[src/include/s1c88_microcode.svh]
`ifndef S1C88_MICROCODE_SVH
`define S1C88_MICROCODE_SVH

// translation rom, opcode to first micro word
// anything not listed lands on entry 0
function automatic logic [2:0] micro_entry(input logic [7:0] op);
    case (op)
        OPC_MOV_A_BRLL:   micro_entry = 3'd1;
        OPC_MOV_BR_IMM:   micro_entry = 3'd3;
        OPC_MOV_BRLL_IMM: micro_entry = 3'd4;
        default:          micro_entry = 3'd0;
    endcase
endfunction

// micro rom, a step that is not done is always a bus step
function automatic micro_op_t micro_rom(input logic [2:0] addr);
    micro_op_t word;
    word = '{op_type: MICRO_MISC, dir: DIR_READ, dst: MOV_NONE, src: MOV_NONE, done: 1'b1};
    case (addr)
        // MOV A,[BR:ll]
        3'd1: word = '{op_type: MICRO_BUS, dir: DIR_READ, dst: MOV_A, src: MOV_NONE,
                       done: 1'b0};
        // MOV BR,#nn
        3'd3: word = '{op_type: MICRO_MISC, dir: DIR_READ, dst: MOV_BR, src: MOV_IMM_LOW,
                       done: 1'b1};
        // MOV [BR:ll],#nn
        3'd4: word = '{op_type: MICRO_BUS, dir: DIR_WRITE, dst: MOV_NONE, src: MOV_IMM_HIGH,
                       done: 1'b0};
        default: word = word;
    endcase
    return word;
endfunction

`endif

[src/design/s1c88_pkg.sv]
package s1c88_pkg;

    // command shown on bus_status
    typedef enum logic [1:0]
    {
        BUS_IDLE      = 2'd0,
        BUS_IRQ_READ  = 2'd1,
        BUS_MEM_WRITE = 2'd2,
        BUS_MEM_READ  = 2'd3
    } bus_status_e;

    typedef enum logic [2:0]
    {
        CYC_RESET_HOLD,
        CYC_EXC_PROCESS,
        CYC_FETCH,
        CYC_IMM_LOW_READ,
        CYC_IMM_HIGH_READ,
        CYC_EXECUTE
    } cycle_state_e;

    // clk position inside one bus cycle
    typedef logic [1:0] bus_phase_t;

    typedef enum logic [2:0]
    {
        KIND_NONE,
        KIND_IACK_DUMMY,
        KIND_VECTOR_LOW,
        KIND_VECTOR_HIGH,
        KIND_OPCODE_FETCH,
        KIND_IMM_READ,
        KIND_DATA_READ,
        KIND_DATA_WRITE
    } bus_kind_e;

    typedef struct packed
    {
        bus_kind_e   kind;
        logic [23:0] address;
        logic [7:0]  wdata;
    } bus_req_t;

    typedef enum logic {MICRO_MISC, MICRO_BUS} micro_type_e;

    typedef enum logic {DIR_READ, DIR_WRITE} micro_dir_e;

    typedef enum logic [2:0]
    {
        MOV_NONE,
        MOV_IMM_LOW,
        MOV_IMM_HIGH,
        MOV_A,
        MOV_BR
    } micro_mov_e;

    // all data accesses of the subset go to BR:ll
    typedef struct packed
    {
        micro_type_e op_type;
        micro_dir_e  dir;
        micro_mov_e  dst;
        micro_mov_e  src;
        logic        done;
    } micro_op_t;

    typedef struct packed
    {
        logic        valid;
        micro_dir_e  dir;
        logic [7:0]  br;
        logic [7:0]  ll;
        logic [7:0]  wdata;
    } data_req_t;

    localparam logic [7:0] OPC_MOV_BR_IMM   = 8'hB4;
    localparam logic [7:0] OPC_MOV_A_BRLL   = 8'h44;
    localparam logic [7:0] OPC_MOV_BRLL_IMM = 8'hDD;

    localparam logic [23:0] DUMMY_ADDR       = 24'hDEFACE;
    localparam logic [23:0] VECTOR_ADDR_LOW  = 24'h000000;
    localparam logic [23:0] VECTOR_ADDR_HIGH = 24'h000001;

endpackage

[src/design/bus_driver.sv]
`timescale 1ns/1ps

module bus_driver
    import s1c88_pkg::*;
(
    input  logic        clk,
    input  logic        reset,
    input  bus_phase_t  phase,
    input  bus_req_t    bus_req,
    output logic [23:0] address_out,
    output logic [7:0]  data_out,
    output bus_status_e bus_status,
    output logic        read,
    output logic        write,
    output logic        sync,
    output logic        iack,
    output logic        pk,
    output logic        pl
);
    logic        active;
    logic        wr_kind;
    logic        rd_kind;
    bus_status_e status_next;

    assign active = (bus_req.kind != KIND_NONE);
    assign wr_kind = (bus_req.kind == KIND_DATA_WRITE);
    // the acknowledge dummy is a read as well
    assign rd_kind = active && !wr_kind;

    always_comb
    begin
        case (bus_req.kind)
            KIND_NONE:       status_next = BUS_IDLE;
            KIND_IACK_DUMMY: status_next = BUS_IRQ_READ;
            KIND_DATA_WRITE: status_next = BUS_MEM_WRITE;
            default:         status_next = BUS_MEM_READ;
        endcase
    end

    // pins follow the phase counter one clk later
    always_ff @(posedge clk or posedge reset)
    begin
        if (reset)
        begin
            address_out <= '1;
            data_out <= '1;
            bus_status <= BUS_IDLE;
            pk <= 1'b0;
            pl <= 1'b0;
            read <= 1'b0;
            write <= 1'b0;
            sync <= 1'b0;
            iack <= 1'b0;
        end
        else
        begin
            if (phase == 2'd0)
            begin
                address_out <= bus_req.address;
                bus_status <= status_next;
                if (wr_kind)
                    data_out <= bus_req.wdata;
            end
            pk <= active && (phase == 2'd1 || phase == 2'd2);
            pl <= active && (phase == 2'd2 || phase == 2'd3);
            read <= rd_kind && (phase == 2'd1 || phase == 2'd2);
            // write sits where pk and pl overlap
            write <= wr_kind && (phase == 2'd2);
            sync <= (bus_req.kind == KIND_OPCODE_FETCH);
            iack <= (bus_req.kind == KIND_IACK_DUMMY);
        end
    end

    a_no_read_write: assert property (@(posedge clk) disable iff (reset)
        !(read && write));

endmodule

[src/design/cycle_control.sv]
`timescale 1ns/1ps

module cycle_control
    import s1c88_pkg::*;
#(
    parameter int RESET_HOLD_CYCLES = 2
)
(
    input  logic         clk,
    input  logic         reset,
    input  logic [15:0]  pc,
    input  logic [1:0]   imm_count,
    input  logic         step_done,
    input  data_req_t    data_req,
    output cycle_state_e state,
    output bus_phase_t   phase,
    output bus_req_t     bus_req
);
    localparam int HOLD_W = (RESET_HOLD_CYCLES > 1) ? $clog2(RESET_HOLD_CYCLES) : 1;
    localparam logic [HOLD_W-1:0] HOLD_LAST = HOLD_W'(RESET_HOLD_CYCLES - 1);

    logic [HOLD_W-1:0] hold_count;
    logic [1:0]        exc_step;
    logic [1:0]        next_exc_step;
    cycle_state_e      next_state;
    cycle_state_e      after_operands;
    bus_req_t          next_req;

    // once the operand bytes are in, the micro word picks fetch or a bus step
    assign after_operands = step_done ? CYC_FETCH : CYC_EXECUTE;

    always_comb
    begin
        next_state = state;
        next_exc_step = exc_step;
        case (state)
            CYC_EXC_PROCESS:
            begin
                next_exc_step = exc_step + 2'd1;
                if (exc_step == 2'd2)
                    next_state = CYC_FETCH;
            end
            CYC_FETCH:
                next_state = (imm_count == 2'd0) ? after_operands : CYC_IMM_LOW_READ;
            CYC_IMM_LOW_READ:
                next_state = (imm_count == 2'd2) ? CYC_IMM_HIGH_READ : after_operands;
            CYC_IMM_HIGH_READ, CYC_EXECUTE:
                next_state = after_operands;
            default:
                next_state = state;
        endcase
    end

    // fetch and operand reads only see the low 15 bits of pc
    always_comb
    begin
        next_req.kind = KIND_NONE;
        next_req.address = {9'd0, pc[14:0]};
        next_req.wdata = data_req.wdata;
        case (next_state)
            CYC_EXC_PROCESS:
            begin
                next_req.kind = (next_exc_step == 2'd1) ? KIND_VECTOR_LOW : KIND_VECTOR_HIGH;
                next_req.address = (next_exc_step == 2'd1) ? VECTOR_ADDR_LOW : VECTOR_ADDR_HIGH;
            end
            CYC_FETCH:
                next_req.kind = KIND_OPCODE_FETCH;
            CYC_IMM_LOW_READ, CYC_IMM_HIGH_READ:
                next_req.kind = KIND_IMM_READ;
            CYC_EXECUTE:
            begin
                if (data_req.valid)
                    next_req.kind = (data_req.dir == DIR_WRITE) ? KIND_DATA_WRITE : KIND_DATA_READ;
                next_req.address = {8'h00, data_req.br, data_req.ll};
            end
            default:
                next_req.kind = KIND_NONE;
        endcase
    end

    always_ff @(posedge clk or posedge reset)
    begin
        if (reset)
        begin
            state <= CYC_RESET_HOLD;
            phase <= '0;
            hold_count <= '0;
            exc_step <= '0;
            bus_req <= '{kind: KIND_NONE, address: '1, wdata: '1};
        end
        else if (state == CYC_RESET_HOLD)
        begin
            if (hold_count == HOLD_LAST)
            begin
                // the reset exception opens with the acknowledge dummy
                state <= CYC_EXC_PROCESS;
                exc_step <= '0;
                bus_req <= '{kind: KIND_IACK_DUMMY, address: DUMMY_ADDR, wdata: '1};
            end
            else
            begin
                hold_count <= hold_count + 1'b1;
            end
        end
        else
        begin
            phase <= phase + 2'd1;
            if (phase == 2'd3)
            begin
                state <= next_state;
                exc_step <= next_exc_step;
                bus_req <= next_req;
            end
        end
    end

    a_req_stable: assert property (@(posedge clk) disable iff (reset)
        (state != CYC_RESET_HOLD && phase != 2'd0) |-> $stable(bus_req));

    a_hold_length: assert property (@(posedge clk) disable iff (reset)
        (state == CYC_RESET_HOLD && hold_count != HOLD_LAST) |=> state == CYC_RESET_HOLD);

endmodule

[src/design/fetch_unit.sv]
`timescale 1ns/1ps

module fetch_unit
    import s1c88_pkg::*;
(
    input  logic        clk,
    input  logic        reset,
    input  logic [7:0]  data_in,
    input  bus_phase_t  phase,
    input  bus_req_t    bus_req,
    output logic [15:0] pc,
    output logic [7:0]  opcode,
    output logic [7:0]  imm_low,
    output logic [7:0]  imm_high
);
    logic sample;
    // set once the first operand byte of an instruction is in
    logic imm_high_next;

    assign sample = (phase == 2'd2);

    always_ff @(posedge clk or posedge reset)
    begin
        if (reset)
        begin
            pc <= '0;
            opcode <= '0;
            imm_high_next <= 1'b0;
        end
        else if (sample)
        begin
            case (bus_req.kind)
                KIND_VECTOR_LOW:
                    pc[7:0] <= data_in;
                KIND_VECTOR_HIGH:
                    pc[15:8] <= data_in;
                KIND_OPCODE_FETCH:
                begin
                    opcode <= data_in;
                    pc <= pc + 16'd1;
                    imm_high_next <= 1'b0;
                end
                KIND_IMM_READ:
                begin
                    pc <= pc + 16'd1;
                    imm_high_next <= 1'b1;
                end
                default:
                begin
                end
            endcase
        end
    end

    always_ff @(posedge clk)
    begin
        if (sample && bus_req.kind == KIND_IMM_READ)
        begin
            if (imm_high_next)
                imm_high <= data_in;
            else
                imm_low <= data_in;
        end
    end

endmodule

[src/design/micro_sequencer.sv]
`timescale 1ns/1ps

module micro_sequencer
    import s1c88_pkg::*;
(
    input  logic         clk,
    input  logic         reset,
    input  cycle_state_e state,
    input  bus_phase_t   phase,
    input  logic [7:0]   opcode,
    input  logic [7:0]   imm_low,
    input  logic [7:0]   imm_high,
    input  logic [7:0]   data_in,
    output logic [1:0]   imm_count,
    output logic         step_done,
    output data_req_t    data_req
);
    `include "s1c88_microcode.svh"

    logic [2:0] upc;
    logic [2:0] op_addr;
    micro_op_t  cur_op;
    logic [7:0] br;
    logic [7:0] a;
    logic [7:0] src_byte;
    logic       decide;
    micro_mov_e load_dst;
    logic [7:0] load_val;

    always_comb
    begin
        case (opcode)
            OPC_MOV_BR_IMM, OPC_MOV_A_BRLL:
                imm_count = 2'd1;
            OPC_MOV_BRLL_IMM:
                imm_count = 2'd2;
            default:
                imm_count = 2'd0;
        endcase
    end

    // during a fetch the fresh opcode already points at its first word
    assign op_addr = (state == CYC_FETCH) ? micro_entry(opcode) : upc;
    assign cur_op = micro_rom(op_addr);
    assign step_done = cur_op.done;

    always_comb
    begin
        case (cur_op.src)
            MOV_IMM_LOW:  src_byte = imm_low;
            MOV_IMM_HIGH: src_byte = imm_high;
            MOV_A:        src_byte = a;
            MOV_BR:       src_byte = br;
            default:      src_byte = 8'h00;
        endcase
    end

    always_comb
    begin
        data_req.valid = (cur_op.op_type == MICRO_BUS);
        data_req.dir = cur_op.dir;
        data_req.br = br;
        data_req.ll = imm_low;
        data_req.wdata = src_byte;
    end

    // cycles whose end hands control to the micro word
    always_comb
    begin
        case (state)
            CYC_FETCH:                      decide = (imm_count == 2'd0);
            CYC_IMM_LOW_READ:               decide = (imm_count == 2'd1);
            CYC_IMM_HIGH_READ, CYC_EXECUTE: decide = 1'b1;
            default:                        decide = 1'b0;
        endcase
    end

    always_comb
    begin
        load_dst = MOV_NONE;
        load_val = src_byte;
        if (state == CYC_EXECUTE && phase == 2'd2 && cur_op.op_type == MICRO_BUS
            && cur_op.dir == DIR_READ)
        begin
            load_dst = cur_op.dst;
            load_val = data_in;
        end
        else if (decide && phase == 2'd3 && cur_op.op_type == MICRO_MISC)
        begin
            load_dst = cur_op.dst;
        end
    end

    always_ff @(posedge clk or posedge reset)
    begin
        if (reset)
        begin
            upc <= '0;
            br <= '0;
            a <= '0;
        end
        else
        begin
            if (state == CYC_FETCH && phase == 2'd3)
                upc <= op_addr;
            else if (state == CYC_EXECUTE && phase == 2'd2)
                upc <= upc + 3'd1;

            case (load_dst)
                MOV_A:   a <= load_val;
                MOV_BR:  br <= load_val;
                default:
                begin
                end
            endcase
        end
    end

    // cycle_control must never schedule a bus cycle for a done word
    a_no_step_past_done: assert property (@(posedge clk) disable iff (reset)
        (state == CYC_EXECUTE && phase == 2'd2) |-> !cur_op.done);

endmodule

[src/design/s1c88_core.sv]
`timescale 1ns/1ps

module s1c88_core
    import s1c88_pkg::*;
#(
    parameter int RESET_HOLD_CYCLES = 2
)
(
    input  logic        clk,
    input  logic        reset,
    input  logic [7:0]  data_in,
    output logic [7:0]  data_out,
    output logic [23:0] address_out,
    output bus_status_e bus_status,
    output logic        read,
    output logic        write,
    output logic        sync,
    output logic        iack,
    output logic        pk,
    output logic        pl
);
    cycle_state_e state;
    bus_phase_t   phase;
    bus_req_t     bus_req;
    data_req_t    data_req;
    logic [15:0]  pc;
    logic [7:0]   opcode;
    logic [7:0]   imm_low;
    logic [7:0]   imm_high;
    logic [1:0]   imm_count;
    logic         step_done;

    cycle_control #(
        .RESET_HOLD_CYCLES(RESET_HOLD_CYCLES)
    ) u_cycle_control (
        .clk, .reset, .pc, .imm_count, .step_done, .data_req,
        .state, .phase, .bus_req
    );

    fetch_unit u_fetch_unit (
        .clk, .reset, .data_in, .phase, .bus_req,
        .pc, .opcode, .imm_low, .imm_high
    );

    micro_sequencer u_micro_sequencer (
        .clk, .reset, .state, .phase, .opcode, .imm_low, .imm_high, .data_in,
        .imm_count, .step_done, .data_req
    );

    bus_driver u_bus_driver (
        .clk, .reset, .phase, .bus_req,
        .address_out, .data_out, .bus_status,
        .read, .write, .sync, .iack, .pk, .pl
    );

endmodule

[config.mk]
export PLATFORM = sky130hd
export DESIGN_NAME = s1c88_core
export DESIGN_NICKNAME = d
export VERILOG_FILES = /design/src/design/s1c88_pkg.sv /design/src/design/bus_driver.sv /design/src/design/cycle_control.sv /design/src/design/fetch_unit.sv /design/src/design/micro_sequencer.sv /design/src/design/s1c88_core.sv
export VERILOG_INCLUDE_DIRS = /design/src /design/src/include
export SDC_FILE = /design/constraint.sdc
export NUM_CORES = 1
export LEC_CHECK = 0
export ABC_AREA = 1
export BUFFER_PORTS_ARGS = -buffer_cell sky130_fd_sc_hd__clkbuf_2
export CAP_MARGIN = 20
export CORE_ASPECT_RATIO = 0.7
export CORE_MARGIN = 10
export CORE_UTILIZATION = 60
export CTS_BUF_LIST = sky130_fd_sc_hd__clkbuf_16
export DETAILED_ROUTE_END_ITERATION = 10
export HOLD_SLACK_MARGIN = 0.03
export PLACE_DENSITY_LB_ADDON = 0.08
export SYNTH_ARGS = -nofsm -noshare
export SYNTH_HDL_FRONTEND = slang
export SYNTH_HIERARCHICAL = 1
export SYNTH_SLANG_ARGS = --single-unit
[constraint.sdc]
create_clock -name clk -period 4.9 [get_ports clk]
set_input_delay 0 -clock clk [delete_from_list [all_inputs] [get_ports clk]]
set_output_delay 0 -clock clk [all_outputs]
set_load 0.01 [all_outputs]
==> results of run 1 <==
## path summary, 6_finish.rpt
kind                                     startpoint                          end  slack, ns
max in group asynchronous                     reset  u_bus_driver/address_out[7]       4.24
max reg2reg                u_cycle_control/state[2]  u_cycle_control/bus_req[32]       1.84
min                                           reset       u_fetch_unit/opcode[3]       0.08
min reg2reg                u_bus_driver/data_out[5]     u_bus_driver/data_out[5]       0.46
min in group clk                         data_in[7]      u_fetch_unit/imm_low[7]       0.34
max                        u_cycle_control/state[2]  u_cycle_control/bus_req[32]       1.84
## sequential cells by signal, summed over array words and instances (netlist names)
register / cells
u_bus_driver/pk: 1
u_bus_driver/read: 1
u_fetch_unit/pc: 15
u_bus_driver/write: 1
u_bus_driver/iack: 1
u_bus_driver/address_out: 24
u_micro_sequencer/upc: 3
u_cycle_control/state: 3
u_fetch_unit/imm_high: 8
u_cycle_control/hold_count: 1
u_fetch_unit/imm_low: 8
u_cycle_control/exc_step: 2
u_fetch_unit/imm_high_next: 1
u_bus_driver/bus_status: 2
u_micro_sequencer/br: 8
u_bus_driver/pl: 1
u_bus_driver/data_out: 8
u_cycle_control/bus_req: 29
u_fetch_unit/opcode: 8
u_cycle_control/phase: 2
u_bus_driver/sync: 1
## stage by stage
stage          setup WS (ns)  utilization (%)
2_1_floorplan           2.52                -
3_3_place_gp            2.08             62.6
3_5_place_dp            1.92             62.6
4_1_cts                 1.88             68.6
5_1_grt                 1.54             68.9
6_report                1.84             68.9
## per-layer routing
layer	up-vias	share of wire (%)	global-route usage (%)	routed length, um
li1	2619	-	-	-
met1	2642	47	28.5	7480
met2	166	46	33.0	7430
met3	11	6.4	5.63	1020
met4	0	0.73	6.62	117
met5	-	0	0	0
## report_power, final
part           internal, uW  total [uW]  switching, uW
Sequential             1650        2070            413
Clock                   673        1210            534
Combinational           784        2340           1550
Total                  3110        5610           2500
## critical path, cell delays in order (launching register included)
cell	delay, ns
dfrtp_1	0.53
inv_2	0.13
nand2_4	0.07
nor2_8	0.16
inv_4	0.07
nand2_1	0.08
nand2_2	0.10
nor2_4	0.23
nand2_1	0.10
nand2_1	0.12
inv_1	0.09
inv_1	0.14
nand2_1	0.07
nand2_1	0.07
nand3_1	0.10
o21bai_4	0.23
nand2_2	0.26
nand2_1	0.17
nand3_1	0.08
nor2_1	0.12
nor2_1	0.05
## cell type report
type / count / area share (%)
Clock buffer: 17 / 5.65
Clock inverter: 15 / 1.86
Inverter: 78 / 4.02
Multi-Input combinational cell: 555 / 36.1
Sequential cell: 128 / 44.6
Tap cell: 153 / 2.54
Timing Repair Buffer: 63 / 5.22
## placed cells by master (no fill, tap or decap), drive strengths merged, types with 16 or more instances in the layout
cell and instances:
a21oi 31, clkbuf 66, dfrtp 54, dfstp 58, edfxtp 16, inv 87
nand2 277, nand3 61, nor2 107, o21ai 21
## timing repair
action	in CTS	in global routing
endpoints found under the setup margin	0	0
hold endpoints to repair	83	0
gates resized for setup	0	0
hold buffers	9	0
==> impl_metrics.tcl, run 1 <==
set metrics [dict create \
    avgSynthCellArea_um2 8.37 \
    cts_buffer_depth 2 \
    final.setup.tns_ns 0 \
    final_cell_area_mm2 0.00753 \
    worstPathRequired_ns 5.20 \
    antenna_found_initial 0 \
    wl_um 16000 \
    clk_pin_slew_worst_paths_ns 0.06 \
    fmax_ghz 0.326 \
    wire_per_inst_um 15.9 \
    multiInputGateArea_mm2 0.00272 \
    cts_buffers 17 \
    finalNetCount 860 \
    insertion_delay_ns 0.42 \
    remaining_drc_errors 0 \
    final-seq-area_mm2 0.00336 \
    postCtsSetupBuffers 0 \
    ys_warn_count 6 \
    initial_core_util_pct 60.9 \
    fp.dieH_um 108 \
    tightest_slew_ns 0.741 \
    placedCellCount 967 \
    cts.htree.levels 4 \
    core_mm2 0.0109 \
    timing.final.crit_share_pct 62.5 \
    p_leak_uw 0.00375 \
    syn2layout_area_growth_pct 13.2 \
    syn_area_mm2 0.00665 \
    hold_ws_ns 0.0805 \
    antenna_cells 0 \
    setup_viol 0 \
    viasPerCell 5.39 \
    syn_nets 812 \
    crit_type "flop to flop" \
    fill_cells 884 \
    port_buffers 49 \
    cts-root-buf "clkbuf_16" \
    place.gp.congestion 0.909 \
    num_vias 5438 \
    grt_overflow 0 \
    die_x_um 146 \
    ant_nets 0 \
    relSlewSlack_pct 50.4 \
    clock-sinks 128 \
    peakVddDrop_mv 0.438 \
    status "finished, final reports clean" \
    fin_cells 1009 \
    postSynthCellCount 795 \
    reg2reg_depth 20 \
    rows 32 \
    drt_iter0_drc 495 \
    layout_min_cycle_time_ns 3.06 \
    io_pins 50 \
    power.density_mw_per_mm2 745 \
    finalHoldViolations 0 \
    p_total_uw 5610 \
    drtPass1Iterations 5 \
    grt_pass1_vias 5286 \
    drive_above_1_share_pct 24.6 \
    end_kind "flop" \
    finalMaxSlewViolations 0 \
    hp-class "input pin to asynchronous set/reset pin" \
    start_kind "flop" \
    cap_violations 0 \
    cts_tree "done" \
    rsz0062_at_grt "false" \
    grt_pass1_wl_um 27100 \
    dieArea_mm2 0.0158 \
    arrival_ns 3.36 \
    grt.total_usage_pct 21.2 \
    crit_fanout 16 \
    skew_ns 0.00990 \
    grt_max_degree 41 \
    dp_hpwl_um 11500 \
    placed_cell_area_mm2 0.00685 \
]
Note: power is estimated with default switching activity, not from simulation.
==> inputs of run 2 (changes only) <==
--- a/config.mk
+++ b/config.mk
@@ -11,7 +11,7 @@
 export CAP_MARGIN = 20
 export CORE_ASPECT_RATIO = 0.7
 export CORE_MARGIN = 10
-export CORE_UTILIZATION = 60
+export CORE_UTILIZATION = 55
 export CTS_BUF_LIST = sky130_fd_sc_hd__clkbuf_16
 export DETAILED_ROUTE_END_ITERATION = 10
 export HOLD_SLACK_MARGIN = 0.03
==> constraint.sdc (replaced) <==
create_clock -name clk -period 2.6 [get_ports clk]
set_input_delay 0 -clock clk [delete_from_list [all_inputs] [get_ports clk]]
set_output_delay 0 -clock clk [all_outputs]
set_load 0.01 [all_outputs]
==> impl_metrics.tcl, run 2 (same netlist as run 1, synthesis figures left out) <==
set metrics [dict create \
    status "finished, final reports clean" \
    initial_core_util_pct 56.5 \
    p_total_uw 11100 \
    syn2layout_area_growth_pct 16.4 \
    mostFrequentLayoutCell "nand2_1" \
    peakVddDrop_mv 0.658 \
    grt_overflow 0 \
    worstPathRequired_ns 2.93 \
    drtPass1Iterations 5 \
    cts_buffers 17 \
    finalMaxSlewViolations 0 \
    arrival_ns 2.78 \
    port_buffers 49 \
    dieArea_mm2 0.0170 \
    die_x_um 151 \
    insertion_delay_ns 0.42 \
    rsz0062_at_grt "true" \
    placed_cell_area_mm2 0.00695 \
    grt_pass1_wl_um 27900 \
    p_leak_uw 0.00387 \
    final.setup.tns_ns 0 \
    tightest_slew_ns 0.513 \
    viasPerCell 5.30 \
    antenna_cells 0 \
    cts_buffer_depth 2 \
    cts-root-buf "clkbuf_16" \
    drt_iter0_drc 427 \
    finalNetCount 881 \
    skew_ns 0.0132 \
    core_mm2 0.0118 \
    timing.final.crit_share_pct 94.1 \
    finalHoldViolations 0 \
    io_pins 50 \
    final_cell_mix "nand2_1, nor2_1, inv_1" \
    grt_max_degree 41 \
    final_cell_area_mm2 0.00774 \
    largest_reg_flops 29 \
    remaining_drc_errors 0 \
    worst_slack_ns 0.153 \
    rows 33 \
    end_kind "flop" \
    cts_tree "done" \
    wl_um 16600 \
    fmax_ghz 0.409 \
    wire_per_inst_um 16.0 \
    power.density_mw_per_mm2 1430 \
    antenna_found_initial 0 \
    num_vias 5481 \
    fp.dieH_um 112 \
    hp-class "input pin to asynchronous set/reset pin" \
    setup_viol 0 \
    place.gp.congestion 0.879 \
    grt.total_usage_pct 20.3 \
    layout_min_cycle_time_ns 2.45 \
    largest_register "u_cycle_control/bus_req" \
    grt_pass1_vias 5504 \
    drive_above_1_share_pct 27.3 \
    cap_violations 0 \
    dp_slack_ns 0.0469 \
    clk_pin_slew_worst_paths_ns 0.06 \
    top_regs "u_cycle_control/bus_req x29, u_bus_driver/address_out x24, u_fetch_unit/pc x15" \
    clock-sinks 128 \
    relSlewSlack_pct 65.8 \
    ant_nets 0 \
    start_kind "flop" \
    cts.htree.levels 4 \
    dp_hpwl_um 11900 \
    crit_fanout 15 \
    fin_util_pct 65.8 \
    crit_type "flop to flop" \
]
## run 2: cell types whose count changed in the layout (fill, tap and decap cells not counted), moves of 2 or more
cell | previous run | this run
nor2_1 | 91 | 88
nor2_2 | 7 | 9
inv_1 | 62 | 60
nand2_1 | 259 | 257
nand2_2 | 13 | 15
buf_4 | 4 | 23
## run 2: layer usage
metal	track usage, %	part of all wire [%]	up-vias
li1	-	-	2653
met1	28.6	47	2634
met2	30.3	46	166
met3	3.76	5.1	28
met4	7.49	1.7	0
met5	0	0	-
## run 2: worst paths after layout
check / startpoint / endpoint / slack (ns) / cells past startpoint
min in group clk: data_in[4] / u_fetch_unit/imm_high[4] / 0.35 / 2
max: u_cycle_control/state[2] / u_cycle_control/bus_req[11] / 0.15 / 20
min: reset / u_fetch_unit/opcode[5] / 0.06 / 3
max in group asynchronous: reset / u_bus_driver/address_out[2] / 1.94 / 4
max reg2reg: u_cycle_control/state[2] / u_cycle_control/bus_req[11] / 0.15 / 20
min reg2reg: u_bus_driver/address_out[21] / u_bus_driver/address_out[21] / 0.46 / 2
## run 2: worst max-delay path, stage by stage (launching register included)
cell and delay (ns):
dfrtp_1 0.39, inv_2 0.07, nand2_4 0.06, nor2_8 0.16, inv_4 0.07, nand2_1 0.09
nand2_2 0.10, nor2_4 0.13, nand2_1 0.09, nand2_2 0.10, inv_2 0.06, buf_4 0.12
nand2_1 0.08, nand2_1 0.07, nand2_2 0.07, nor2_2 0.06, nor2_2 0.12, nand3_2 0.11
clkinv_4 0.13, nand2_1 0.07, a21oi_1 0.21
## run 2: what timing repair did
action                                 CTS  global route
hold buffers                             9             0
setup buffers                            2             6
setup endpoints to repair                1            19
pin swaps                                1             4
endpoints found under the hold margin   81             0
gates resized for setup                  0            14
## run 2: final cells by class
type,instances,area [um2]
repair buffers,84,552
well taps,157,196
flip-flops and latches,128,3360
clock inverters,14,134
multi-input cells,555,2750
inverters,78,308
fillers,991,4030
clock buffers,18,450
## run 2: power breakdown
part           leakage (uW)  internal [uW]  switching [uW]  total, uW
logic               0.00217           1780            3100       4870
clock network      0.000289           1330            1020       2350
registers           0.00141           3120             720       3840
total               0.00387           6220            4840      11100
## run 2: metrics by stage
stage / hold slack, ns / std cells
floorplan: -0.148 / 795
CTS: 0.196 / 1027
global placement: 0.0622 / 984
finish: 0.0586 / 1034
global route: 0.0664 / 1034
detailed placement: 0.0803 / 984
==> inputs of run 3 (changes only) <==
--- a/config.mk
+++ b/config.mk
@@ -11,11 +11,12 @@
 export CAP_MARGIN = 20
 export CORE_ASPECT_RATIO = 0.7
 export CORE_MARGIN = 10
-export CORE_UTILIZATION = 55
+export CORE_UTILIZATION = 35
 export CTS_BUF_LIST = sky130_fd_sc_hd__clkbuf_16
 export DETAILED_ROUTE_END_ITERATION = 10
 export HOLD_SLACK_MARGIN = 0.03
 export PLACE_DENSITY_LB_ADDON = 0.08
+export SLEW_MARGIN = 20
 export SYNTH_ARGS = -nofsm -noshare
 export SYNTH_HDL_FRONTEND = slang
 export SYNTH_HIERARCHICAL = 1
==> impl_metrics.tcl, run 3 (same netlist as run 1, synthesis figures left out) <==
set metrics [dict create \
    status "finished, final reports clean" \
    p_leak_uw 0.00389 \
    mostFrequentLayoutCell "nand2_1" \
    dp_hpwl_um 13300 \
    cp_slowest_stage_delay_ns 0.39 \
    finalNetCount 883 \
    cts_tree "done" \
    ant_nets 0 \
    grt.total_usage_pct 14.7 \
    crit_chain "inv_2, nand2_4, nor2_8, buf_12, nand3_2, nand2_4, nor2_4, nand2_1, nand2_2, inv_4, inv_4, nand2_1, nor2_1, nor2_2, nand3_4, buf_6, nand2_1, nand2_1, nand2_2, nand3_1, nor2_1, nor2_1" \
    clock-sinks 128 \
    fp.dieH_um 135 \
    initial_core_util_pct 35.5 \
    insertion_delay_ns 0.42 \
    place.gp.congestion 0.844 \
    cts.htree.levels 4 \
    dieArea_mm2 0.0250 \
    start_kind "flop" \
    worstPathRequired_ns 2.90 \
    viasPerCell 4.83 \
    largest_reg_flops 29 \
    cts_buffer_depth 2 \
    top_regs "u_cycle_control/bus_req x29, u_bus_driver/address_out x24, u_fetch_unit/pc x15" \
    grt_overflow 0 \
    final-seq-area_mm2 0.00336 \
    wl_um 17900 \
    wire_per_inst_um 15.9 \
    arrival_ns 2.75 \
    critPathMostFrequentCell "nand2_1" \
    crit_start "u_cycle_control/state[2]" \
    drtPass1Iterations 6 \
    antenna_found_initial 0 \
    crit_path_top_delay_cell "dfrtp_1" \
    finalHoldViolations 0 \
    drive_above_1_share_pct 28.2 \
    crit_cells 22 \
    crit_fanout 6 \
    p_total_uw 11300 \
    peakVddDrop_mv 0.487 \
    die_x_um 185 \
    rows 42 \
    final.setup.tns_ns 0 \
    skew_ns 0.0114 \
    grt_max_degree 41 \
    num_vias 5410 \
    core_mm2 0.0188 \
    hold_ws_ns 0.155 \
    layout_min_cycle_time_ns 2.45 \
    power.density_mw_per_mm2 1420 \
    grt_pass1_vias 5338 \
    cap_violations 0 \
    finalMaxSlewViolations 0 \
    crit_type "flop to flop" \
    reg2reg_from "u_cycle_control/state[2]" \
    grt_pass1_wl_um 28800 \
    worst_slack_ns 0.151 \
    syn2layout_area_growth_pct 19.3 \
    end_kind "flop" \
    fill_cells 1907 \
    dp_slack_ns 0.0157 \
    cts-root-buf "clkbuf_16" \
    fin_util_pct 42.3 \
    relSlewSlack_pct 64.9 \
    port_buffers 49 \
    drt_iter0_drc 388 \
    final_cell_mix "nand2_1, nor2_1, inv_1" \
    clk_pin_slew_worst_paths_ns 0.06 \
    reg2reg_depth 22 \
    timing.final.crit_share_pct 94.2 \
    tightest_slew_ns 0.527 \
    largest_register "u_cycle_control/bus_req" \
    io_pins 50 \
    setup_viol 0 \
    cts_buffers 17 \
    critPathTopFamily "simple AND/OR/NAND/NOR gates" \
    antenna_cells 0 \
    hp-class "input pin to asynchronous set/reset pin" \
    path_buf_inv 5 \
    rrSetupSlack_ns 0.15 \
    fmax_ghz 0.408 \
    remaining_drc_errors 0 \
    multiInputGateArea_mm2 0.00279 \
]
## run 3: final cells by class
cell class	instances	area share (%)
Inverter	78	3.94
Sequential cell	128	42.3
Clock buffer	17	5.36
Timing Repair inverter	1	0.0631
Timing Repair Buffer	85	7.13
Clock inverter	15	2.19
Multi-Input combinational cell	555	35.2
Tap cell	242	3.82
## run 3: report_power, final
part | internal [uW] | switching, uW
sequential | 3120 | 723
combinational | 1830 | 3190
clock | 1440 | 983
total | 6390 | 4900
## run 3: worst paths after layout
path,end
max,u_cycle_control/bus_req[32]
min,u_fetch_unit/opcode[2]
max reg2reg,u_cycle_control/bus_req[32]
min reg2reg,u_cycle_control/bus_req[29]
max in group asynchronous,u_bus_driver/address_out[12]
min in group clk,u_fetch_unit/imm_high[5]
## run 3: through the flow
| stage | area (um2) | std cells |
|---|---|---|
| 6_report | 7930 | 1121 |
| 4_1_cts | 7790 | 1115 |
| 5_1_grt | 7930 | 1121 |
| 3_5_place_dp | 7100 | 1074 |
| 3_3_place_gp | 7080 | 1073 |
| 2_1_floorplan | 6650 | 795 |
## run 3: worst register-to-register path: stages (launching register included)
cell and delay (ns):
dfrtp_1 0.39, inv_2 0.07, nand2_4 0.06, nor2_8 0.18, buf_12 0.13, nand3_2 0.09, nand2_4 0.12, nor2_4 0.06
nand2_1 0.07, nand2_2 0.08, inv_4 0.08, inv_4 0.05, nand2_1 0.07, nor2_1 0.06, nor2_2 0.15, nand3_4 0.14
buf_6 0.15, nand2_1 0.04, nand2_1 0.05, nand2_2 0.06, nand3_1 0.07, nor2_1 0.12, nor2_1 0.05
## run 3: metal layers
layer | global-route usage, % | wire (um)
met3 | 3.86 | 727
met1 | 21.0 | 9180
met4 | 3.06 | 119
met2 | 21.6 | 7840
met5 | 0 | 0
## run 3: what timing repair did
action | 4_1_cts | 5_1_grt
hold buffers | 9 | 0
cloned | 0 | 1
setup endpoints to repair | 1 | 19
pin swaps | 0 | 10
hold endpoints to repair | 81 | 0
setup buffers | 0 | 5
gates resized for setup | 1 | 26
